[config.mk]
export PLATFORM = sky130hd
export DESIGN_NAME = rvcDecoder
export DESIGN_NICKNAME = d
export VERILOG_FILES = /design/src/verilog/rvcPkg.sv /design/src/verilog/rvcOpDecode.sv /design/src/verilog/rvcRegMap.sv /design/src/verilog/rvcImmExtract.sv /design/src/verilog/rvcDecoder.sv
export SDC_FILE = /design/constraint.sdc
export NUM_CORES = 1
export LEC_CHECK = 0
export BUFFER_PORTS_ARGS = -buffer_cell sky130_fd_sc_hd__buf_2
export CORE_MARGIN = 5
export CORE_UTILIZATION = 25
export CTS_CLUSTER_SIZE = 24
export DETAILED_ROUTE_END_ITERATION = 16
export PLACE_DENSITY = 0.52
export SETUP_SLACK_MARGIN = 0.1
export SYNTH_ARGS = -nofsm -noshare
export SYNTH_HDL_FRONTEND = slang
export SYNTH_SLANG_ARGS = --single-unit
[constraint.sdc]
create_clock -name clock -period 3.45 [get_ports clock]
set_input_delay 0.8625 -clock clock [delete_from_list [all_inputs] [get_ports clock]]
set_output_delay 0.8625 -clock clock [all_outputs]
set_load 0.03 [all_outputs]
[src/verilog/rvcPkg.sv]
// ##########################################################
// RVC decoder shared types
// micro-op, access size, register route and immediate kind
// encodings plus the register selector constants
// ##########################################################

`default_nettype none

package rvcPkg;

	localparam int instrWidth = 16;	// one compressed halfword
	localparam int immWidth   = 33;	// sign-extended immediate out

	// 0-31 integer, 32-63 fp (unused), then the specials
	typedef logic [6:0] regIdx_t;

	localparam regIdx_t regZero = 7'd0;
	localparam regIdx_t regLink = 7'd1;
	localparam regIdx_t regSp   = 7'd2;
	localparam regIdx_t regPc   = 7'd64;
	localparam regIdx_t regImm  = 7'd65;	// operand taken from imm

	typedef enum logic [4:0] {
		opInvalid,
		opNop,
		opBreak,
		opAdd,
		opAddW,
		opSub,
		opSubW,
		opAnd,
		opOr,
		opXor,
		opShl,
		opShr,
		opSar,
		opLoadImm,
		opLoad,
		opStore,
		opBranchEq,
		opBranchNe,
		opJump,
		opJumpReg,
		opJumpLinkReg,
		opMove
	} rvcOp_e;

	typedef enum logic [1:0] {
		sizeNone,
		sizeWord,
		sizeDouble
	} memSize_e;

	// how instruction fields land on regN/regM/regO
	typedef enum logic [3:0] {
		routeNone,
		routeFull,		// rd/rs1 [11:7], rs2 [6:2]
		routeFullImm,
		routeShortImm,	// rd' [9:7] in place
		routeShortPair,	// rd' [9:7], rs2' [4:2]
		routeShortMem,	// base [9:7], data [4:2]
		routeSpMem,
		routeSpn,
		routeBranch,
		routePcRel,
		routeJumpReg
	} regRoute_e;

	// one entry per RVC immediate layout
	typedef enum logic [3:0] {
		immNone,
		immCi,
		immLui,
		immSp16,
		immLwsp,
		immLdsp,
		immSwsp,
		immSdsp,
		immLw,
		immLd,
		immSpn,
		immCj,
		immCb
	} immKind_e;

endpackage

`default_nettype wire

[src/verilog/rvcOpDecode.sv]
// ##########################################################
// RVC op classifier
// maps a halfword to micro-op, access size, register route
// and immediate layout
// ##########################################################

`timescale 1ns/1ps
`default_nettype none

module rvcOpDecode (
	input  logic [rvcPkg::instrWidth-1:0] instrWord,
	output rvcPkg::rvcOp_e                op,
	output rvcPkg::memSize_e              memSize,
	output rvcPkg::regRoute_e             route,
	output rvcPkg::immKind_e              immKind
);

	logic [2:0] funct3;
	logic [1:0] quadrant;
	logic       rdZero;
	logic       rs2Zero;

	assign funct3   = instrWord[15:13];
	assign quadrant = instrWord[1:0];
	assign rdZero   = (instrWord[11:7] == 5'd0);
	assign rs2Zero  = (instrWord[6:2] == 5'd0);

	always_comb begin
		// anything not matched below stays invalid
		op      = rvcPkg::opInvalid;
		memSize = rvcPkg::sizeNone;
		route   = rvcPkg::routeNone;
		immKind = rvcPkg::immNone;

		casez ({funct3, quadrant})
			5'b000_00: begin
				if (instrWord == '0) begin
					op = rvcPkg::opBreak;	// all-zero halfword
				end else if (instrWord[12:5] != 8'd0) begin
					op      = rvcPkg::opAdd;	// c.addi4spn
					route   = rvcPkg::routeSpn;
					immKind = rvcPkg::immSpn;
				end
			end
			5'b?1?_00: begin
				// c.lw c.ld c.sw c.sd
				op      = funct3[2] ? rvcPkg::opStore : rvcPkg::opLoad;
				memSize = funct3[0] ? rvcPkg::sizeDouble : rvcPkg::sizeWord;
				route   = rvcPkg::routeShortMem;
				immKind = funct3[0] ? rvcPkg::immLd : rvcPkg::immLw;
			end
			5'b000_01, 5'b001_01, 5'b010_01: begin
				route   = rvcPkg::routeFullImm;
				immKind = rvcPkg::immCi;
				case (funct3[1:0])
					2'b00:   op = rvcPkg::opAdd;
					2'b01:   op = rvcPkg::opAddW;
					default: op = rvcPkg::opLoadImm;
				endcase
			end
			5'b011_01: begin
				route = rvcPkg::routeFullImm;
				if (instrWord[11:7] == 5'd2) begin
					op      = rvcPkg::opAdd;	// c.addi16sp
					immKind = rvcPkg::immSp16;
				end else begin
					op      = rvcPkg::opLoadImm;	// c.lui
					immKind = rvcPkg::immLui;
				end
			end
			5'b100_01: begin
				if (instrWord[11:10] != 2'b11) begin
					route   = rvcPkg::routeShortImm;
					immKind = rvcPkg::immCi;	// shamt uses low 6 bits
					case (instrWord[11:10])
						2'b00:   op = rvcPkg::opShr;
						2'b01:   op = rvcPkg::opSar;
						default: op = rvcPkg::opAnd;
					endcase
				end else begin
					route = rvcPkg::routeShortPair;
					case ({instrWord[12], instrWord[6:5]})
						3'b000: op = rvcPkg::opSub;
						3'b001: op = rvcPkg::opXor;
						3'b010: op = rvcPkg::opOr;
						3'b011: op = rvcPkg::opAnd;
						3'b100: op = rvcPkg::opSubW;
						3'b101: op = rvcPkg::opAddW;
						default: begin
							route = rvcPkg::routeNone;	// reserved
						end
					endcase
				end
			end
			5'b101_01: begin
				op      = rvcPkg::opJump;
				route   = rvcPkg::routePcRel;
				immKind = rvcPkg::immCj;
			end
			5'b11?_01: begin
				op      = funct3[0] ? rvcPkg::opBranchNe : rvcPkg::opBranchEq;
				route   = rvcPkg::routeBranch;
				immKind = rvcPkg::immCb;
			end
			5'b000_10: begin
				op      = rvcPkg::opShl;
				route   = rvcPkg::routeFullImm;
				immKind = rvcPkg::immCi;
			end
			5'b?1?_10: begin
				// stack-relative loads and stores
				op      = funct3[2] ? rvcPkg::opStore : rvcPkg::opLoad;
				memSize = funct3[0] ? rvcPkg::sizeDouble : rvcPkg::sizeWord;
				route   = rvcPkg::routeSpMem;
				immKind = funct3[2] ?
					(funct3[0] ? rvcPkg::immSdsp : rvcPkg::immSwsp) :
					(funct3[0] ? rvcPkg::immLdsp : rvcPkg::immLwsp);
			end
			5'b100_10: begin
				if (!rs2Zero) begin
					op    = instrWord[12] ? rvcPkg::opAdd : rvcPkg::opMove;
					route = rvcPkg::routeFull;
				end else if (instrWord[12] && rdZero) begin
					op = rvcPkg::opBreak;	// c.ebreak
				end else if (!rdZero) begin
					op    = instrWord[12] ? rvcPkg::opJumpLinkReg : rvcPkg::opJumpReg;
					route = rvcPkg::routeJumpReg;
				end
			end
			5'b???_11: begin
				op = rvcPkg::opNop;	// 32-bit encoding, not ours
			end
			default: begin
				op = rvcPkg::opInvalid;	// fp forms and reserved slots
			end
		endcase
	end

endmodule

`default_nettype wire

[src/verilog/rvcRegMap.sv]
// ##########################################################
// RVC register mapper
// expands compressed fields and routes them onto the
// destination and two source selectors
// ##########################################################

`timescale 1ns/1ps
`default_nettype none

module rvcRegMap (
	input  logic [rvcPkg::instrWidth-1:0] instrWord,
	input  rvcPkg::regRoute_e             route,
	input  rvcPkg::rvcOp_e                op,
	output rvcPkg::regIdx_t               regN,
	output rvcPkg::regIdx_t               regM,
	output rvcPkg::regIdx_t               regO
);

	rvcPkg::regIdx_t fullRd;	// rd/rs1 [11:7]
	rvcPkg::regIdx_t fullRs2;	// rs2 [6:2]
	rvcPkg::regIdx_t shortHi;	// x8-x15 from [9:7]
	rvcPkg::regIdx_t shortLo;	// x8-x15 from [4:2]
	logic            isStore;
	logic            noSrc;	// li and mv read no rd

	assign fullRd  = {2'b00, instrWord[11:7]};
	assign fullRs2 = {2'b00, instrWord[6:2]};
	assign shortHi = {4'b0001, instrWord[9:7]};
	assign shortLo = {4'b0001, instrWord[4:2]};
	assign isStore = (op == rvcPkg::opStore);
	assign noSrc   = (op == rvcPkg::opLoadImm) || (op == rvcPkg::opMove);

	always_comb begin
		regN = rvcPkg::regZero;
		regM = rvcPkg::regZero;
		regO = rvcPkg::regZero;
		case (route)
			rvcPkg::routeFull: begin
				regN = fullRd;
				regM = noSrc ? rvcPkg::regZero : fullRd;
				regO = fullRs2;
			end
			rvcPkg::routeFullImm: begin
				regN = fullRd;
				regM = noSrc ? rvcPkg::regZero : fullRd;
				regO = rvcPkg::regImm;
			end
			rvcPkg::routeShortImm: begin
				regN = shortHi;
				regM = shortHi;
				regO = rvcPkg::regImm;
			end
			rvcPkg::routeShortPair: begin
				regN = shortHi;
				regM = shortHi;
				regO = shortLo;
			end
			rvcPkg::routeShortMem: begin
				regN = shortLo;	// load dest or store data
				regM = shortHi;
				regO = rvcPkg::regImm;
			end
			rvcPkg::routeSpMem: begin
				regN = isStore ? fullRs2 : fullRd;
				regM = rvcPkg::regSp;
				regO = rvcPkg::regImm;
			end
			rvcPkg::routeSpn: begin
				regN = shortLo;
				regM = rvcPkg::regSp;
				regO = rvcPkg::regImm;
			end
			rvcPkg::routeBranch: begin
				regM = shortHi;	// compared against zero
			end
			rvcPkg::routePcRel: begin
				regM = rvcPkg::regPc;
				regO = rvcPkg::regImm;
			end
			rvcPkg::routeJumpReg: begin
				regN = (op == rvcPkg::opJumpLinkReg) ? rvcPkg::regLink : rvcPkg::regZero;
				regM = fullRd;
			end
			default: begin
				regN = rvcPkg::regZero;
			end
		endcase
	end

endmodule

`default_nettype wire

[src/verilog/rvcImmExtract.sv]
// ##########################################################
// RVC immediate extractor
// gathers the scattered immediate bits of each layout and
// sign-extends to the output width
// ##########################################################

`timescale 1ns/1ps
`default_nettype none

module rvcImmExtract (
	input  logic [rvcPkg::instrWidth-1:0] instrWord,
	input  rvcPkg::immKind_e              immKind,
	output logic [rvcPkg::immWidth-1:0]   imm
);

	logic [11:0] immSel;	// byte offset, sign at bit 11
	logic [5:0]  luiField;

	assign luiField = {instrWord[12], instrWord[6:2]};

	always_comb begin
		case (immKind)
			rvcPkg::immCi:
				immSel = {{6{instrWord[12]}}, instrWord[12], instrWord[6:2]};
			rvcPkg::immSp16:
				immSel = {{2{instrWord[12]}}, instrWord[12], instrWord[4:3],
					instrWord[5], instrWord[2], instrWord[6], 4'h0};
			rvcPkg::immLwsp:
				immSel = {4'h0, instrWord[3:2], instrWord[12], instrWord[6:4], 2'b00};
			rvcPkg::immLdsp:
				immSel = {3'h0, instrWord[4:2], instrWord[12], instrWord[6:5], 3'b000};
			rvcPkg::immSwsp:
				immSel = {4'h0, instrWord[8:7], instrWord[12:9], 2'b00};
			rvcPkg::immSdsp:
				immSel = {3'h0, instrWord[9:7], instrWord[12:10], 3'b000};
			rvcPkg::immLw:
				immSel = {5'h00, instrWord[5], instrWord[12:10], instrWord[6], 2'b00};
			rvcPkg::immLd:
				immSel = {4'h0, instrWord[6:5], instrWord[12:10], 3'b000};
			rvcPkg::immSpn:
				immSel = {2'b00, instrWord[10:7], instrWord[12:11],
					instrWord[5], instrWord[6], 2'b00};
			rvcPkg::immCj:
				// jump offset bits 11..1
				immSel = {instrWord[12], instrWord[8], instrWord[10:9], instrWord[6],
					instrWord[7], instrWord[2], instrWord[11], instrWord[5:3], 1'b0};
			rvcPkg::immCb:
				immSel = {{3{instrWord[12]}}, instrWord[12], instrWord[6:5],
					instrWord[2], instrWord[11:10], instrWord[4:3], 1'b0};
			default:
				immSel = 12'h000;	// lui handled below
		endcase

		if (immKind == rvcPkg::immLui) begin
			// upper immediate sits at bit 12
			imm = {{(rvcPkg::immWidth - 18){luiField[5]}}, luiField, 12'h000};
		end else begin
			imm = {{(rvcPkg::immWidth - 12){immSel[11]}}, immSel};
		end
	end

endmodule

`default_nettype wire

[src/verilog/rvcDecoder.sv]
// ##########################################################
// RVC decoder top
// combinational decode of one halfword per cycle with a
// single output register stage
// ##########################################################

`timescale 1ns/1ps
`default_nettype none

module rvcDecoder (
	input  logic                          clock,
	input  logic                          reset,
	input  logic [rvcPkg::instrWidth-1:0] instrWord,
	output rvcPkg::rvcOp_e                op,
	output rvcPkg::memSize_e              memSize,
	output rvcPkg::regIdx_t               regN,
	output rvcPkg::regIdx_t               regM,
	output rvcPkg::regIdx_t               regO,
	output logic [rvcPkg::immWidth-1:0]   imm
);

	rvcPkg::rvcOp_e              nextOp;
	rvcPkg::memSize_e            nextMemSize;
	rvcPkg::regRoute_e           route;
	rvcPkg::immKind_e            immKind;
	rvcPkg::regIdx_t             nextRegN;
	rvcPkg::regIdx_t             nextRegM;
	rvcPkg::regIdx_t             nextRegO;
	logic [rvcPkg::immWidth-1:0] nextImm;

	rvcOpDecode opDecode_i (
		.instrWord (instrWord),
		.op        (nextOp),
		.memSize   (nextMemSize),
		.route     (route),
		.immKind   (immKind)
	);

	rvcRegMap regMap_i (
		.instrWord (instrWord),
		.route     (route),
		.op        (nextOp),
		.regN      (nextRegN),
		.regM      (nextRegM),
		.regO      (nextRegO)
	);

	rvcImmExtract immExtract_i (
		.instrWord (instrWord),
		.immKind   (immKind),
		.imm       (nextImm)
	);

	// one cycle of latency, new halfword every clock
	always_ff @(posedge clock) begin
		if (reset) begin
			op      <= rvcPkg::opNop;
			memSize <= rvcPkg::sizeNone;
			regN    <= rvcPkg::regZero;
			regM    <= rvcPkg::regZero;
			regO    <= rvcPkg::regZero;
			imm     <= '0;
		end else begin
			op      <= nextOp;
			memSize <= nextMemSize;
			regN    <= nextRegN;
			regM    <= nextRegM;
			regO    <= nextRegO;
			imm     <= nextImm;
		end
	end

endmodule

`default_nettype wire

==> results by group <==
Status
  • Status: complete, no violations

Yosys
  • Synth Area in Simple Gates: between 20% and 30%
  • Post-synthesis compound-gate area fraction: 28.3%
  • Synth Register Bits: between 40 and 50
  • Sequential area share after synthesis: 34.8%
  • Avg Inst Size Synth: 7.95 um^2
  • Synth Area in XOR/XNOR: around 1.5%
  • Adder-Cell Fraction of Synth Area: 0%
  • Post-synth top area share: between 30% and 40%
  • Post-Syn Area: about 2400 um^2
  • YS warnings: 0
  • Post-synth EDFFs: 0
  • Largest family of logic cells by synthesized area: compound AO/OA/AOI/OAI gates
  • Main flop type after synthesis: dfxtp_1
  • Synth area leaders: dfxtp_1 35%, buf_4 5.9%, o21ai_0 5.6%
  • Post-synth cell types: 59
  • Ys async rst share: 0%
  • Post-synthesis cell count: 304
  • Area leader, netlist: dfxtp_1
  • Multiplexer share of the synthesized area: 0.414%

Place
  • GP Congestion: a little over 0.9
  • Post-DP HPWL: 6680 um
  • Dpl cells: slightly below 500
  • Placed inst area: between 2000 and 3000 um^2
  • Number of port buffers: 74

STA
  • Fmax: 349 MHz
  • Slew headroom: a little over three fifths
  • Crit path time final: approximately 2.9 ns
  • RSZ-0062 raised after global routing: false
  • Post-Route Setup TNS: 0 ns
  • Final setup viols: 0
  • Final hold violations: 0
  • Final Slew Violations: 0
  • Period utilization: between 80 and 90%
  • Worst-Margin Slew: approximately 0.56 ns

Drt
  • Iter 0 DRT Violations: roughly 270
  • Final ANT Viol Nets: 0
  • Drt pass-1 iters: 5
  • Via count: about 2,600
  • Wire length per cell: 17.6 um
  • DR vias/cell: just over 5
  • Post-Route WL: 8700 um
  • DR DRC count: 0

Worst setup path
  • Largest stage delay on the critical path: around 0.54 ns
  • CP max-delay cell: or4_4
  • WP buf/inv: 1
  • Critical Path RT: ~3.7 ns
  • Critical path arrival: between 3 and 4 ns
  • Crit-path cells: buf_2, or4_4, o21ai_0, a32oi_1, o21a_1, nor3_2, nand2_1, a41oi_1
  • Maximum fanout along the worst path: 8
  • CP endpoint kind: flop
  • Crit path launch type: primary input
  • Critical path depth: 8
  • Critical setup path kind: primary input to flop
  • Delay-heaviest family, CP: simple AND/OR/NAND/NOR gates

Final layout
  • Seq. cell area: ~840 um^2
  • FILL cells: approximately 1,000
  • Antenna Cells: 0
  • Final instance area: 2940 um^2
  • Synth-to-layout area growth: 21.5%
  • Fraction of layout instances using a drive strength above 1: about 30%
  • Final #Nets: ~380
  • Area occupied by multi-input gates: between 1000 and 1500 um^2
  • Final std cells w/o fill: about 500

Floorplan
  • Die height: 108 um
  • CORE AREA: just over 9000 um^2
  • Die Wd: 108 um
  • Rows: 35
  • Starting Density: about a quarter
  • Die footprint: about 12,000 um^2
  • Top Ports: between 70 and 80

Global route
  • First-pass GRT wire length: approximately 13,000 um
  • Initial antenna violation count: 0
  • Vias in the first global route: roughly 2,400
  • GRT overflow: 0
  • Overall routing resource usage: ~15%
  • Largest net degree at the start of global routing: 21

Clocking
  • Post-cts resize count: 0
  • CTS tree: done
  • Clock transition at path regs: approximately 0.090 ns
  • Clock root buffer: clkbuf_8
  • H-tree depth: 2
  • CTS Buf Count: 5
  • Hold_buf cts: 0
  • CTS Buffer Depth: 2
  • Setup repair bufs after CTS: 0
  • CTS sink cnt: 42

Worst hold path
  • Hold/Removal Path Class: primary input to flop
  • Hold EP: imm[1]$_SDFF_PP0_
  • Min-delay src: instrWord[3]
  • Worst hold path depth: 2

Power and ir drop
  • Pwr/cell area: around 390 nW/um^2
  • Leakage power figure: ~1.4 nW
  • Peak supply drop: 125 uV

Run
  • MaxCap Viol Count: 0
power breakdown:
part	internal, mW	switching [mW]
Clock	0.145	0.185
Combinational	0.0884	0.206
Sequential	0.506	0.00637
Total	0.739	0.398
how the worst max path moves through the flow:
stage                        from            endpoint
finish               instrWord[7]   imm[7]$_SDFF_PP0_
floorplan           instrWord[13]  regN[0]$_SDFF_PP0_
CTS                  instrWord[5]  regM[0]$_SDFF_PP0_
global route        instrWord[11]   imm[7]$_SDFF_PP0_
global placement     instrWord[7]   imm[6]$_SDFF_PP0_
detailed placement   instrWord[5]  regM[0]$_SDFF_PP0_
state kept, by name, indices dropped and copies added (netlist names):
| signal | flops |
|---|---|
| op | 5 |
| imm | 18 |
| regM | 6 |
| memSize | 2 |
| regO | 6 |
| regN | 5 |
synth_stat cells, drive strengths merged, types with 5 or more instances:
cell / instances
nand3: 7
and3: 5
dfxtp: 42
nor2b: 7
a31oi: 6
nand2b: 5
buf: 26
nor3: 7
nor2: 21
nand4: 5
a21oi: 20
o21ai: 28
nand2: 29
inv: 10
a211oi: 6
a21o: 7
clkbuf: 12
logic make-up after synthesis:
logic type / Yosys count
other: 1
and+or+nand+nor: 106
xor gates and xnor gates: 4
DFF: 42
AOI/OAI and AO/OA: 101
buffers and inverters: 49
muxes: 1
stage by stage:
| step | setup slack (ns) | power [mW] | hold WS (ns) | util (%) |
|---|---|---|---|---|
| 2_1_floorplan | 0.683 | 0.732 | 0.973 | - |
| 3_3_place_gp | 0.250 | 0.818 | 1.22 | 30.5 |
| 3_5_place_dp | 0.278 | 0.816 | 1.21 | 30.5 |
| 4_1_cts | 0.593 | 1.14 | 0.893 | 31.5 |
| 5_1_grt | 0.408 | 1.19 | 0.896 | 31.5 |
| 6_report | 0.584 | 1.14 | 0.890 | 31.5 |
cell type report:
cell class	count	area share, %
multi-input combinational	216	44.9
sequential	42	28.6
timing repair buffer	89	16.4
tap	129	5.50
clock buffer	5	2.34
inverter	11	1.41
clock inverter	3	0.810
layout by cell type, fill, tap and decap left out, drive strengths merged, types with 6 or more instances in the layout:
cell,netlist,layout
a31oi,6,6
a21oi,20,20
nor3,7,7
a21o,7,7
inv,10,11
o21ai,28,28
dfxtp,42,42
buf,26,89
nor2b,7,7
nand2,29,29
nand3,7,7
a211oi,6,6
nor2,21,21
per-layer routing:
layer / part of all wire [%] / routed length (um) / up-vias / GRT usage (%)
met5: 0 / 0 / - / 0
met4: 1.7 / 150 / 0 / 5.32
met3: 9.8 / 849 / 14 / 2.27
met2: 46 / 3980 / 171 / 23.4
met1: 43 / 3720 / 1177 / 19.8
li1: - / - / 1194 / -
Power figures use the tool's default switching activity.
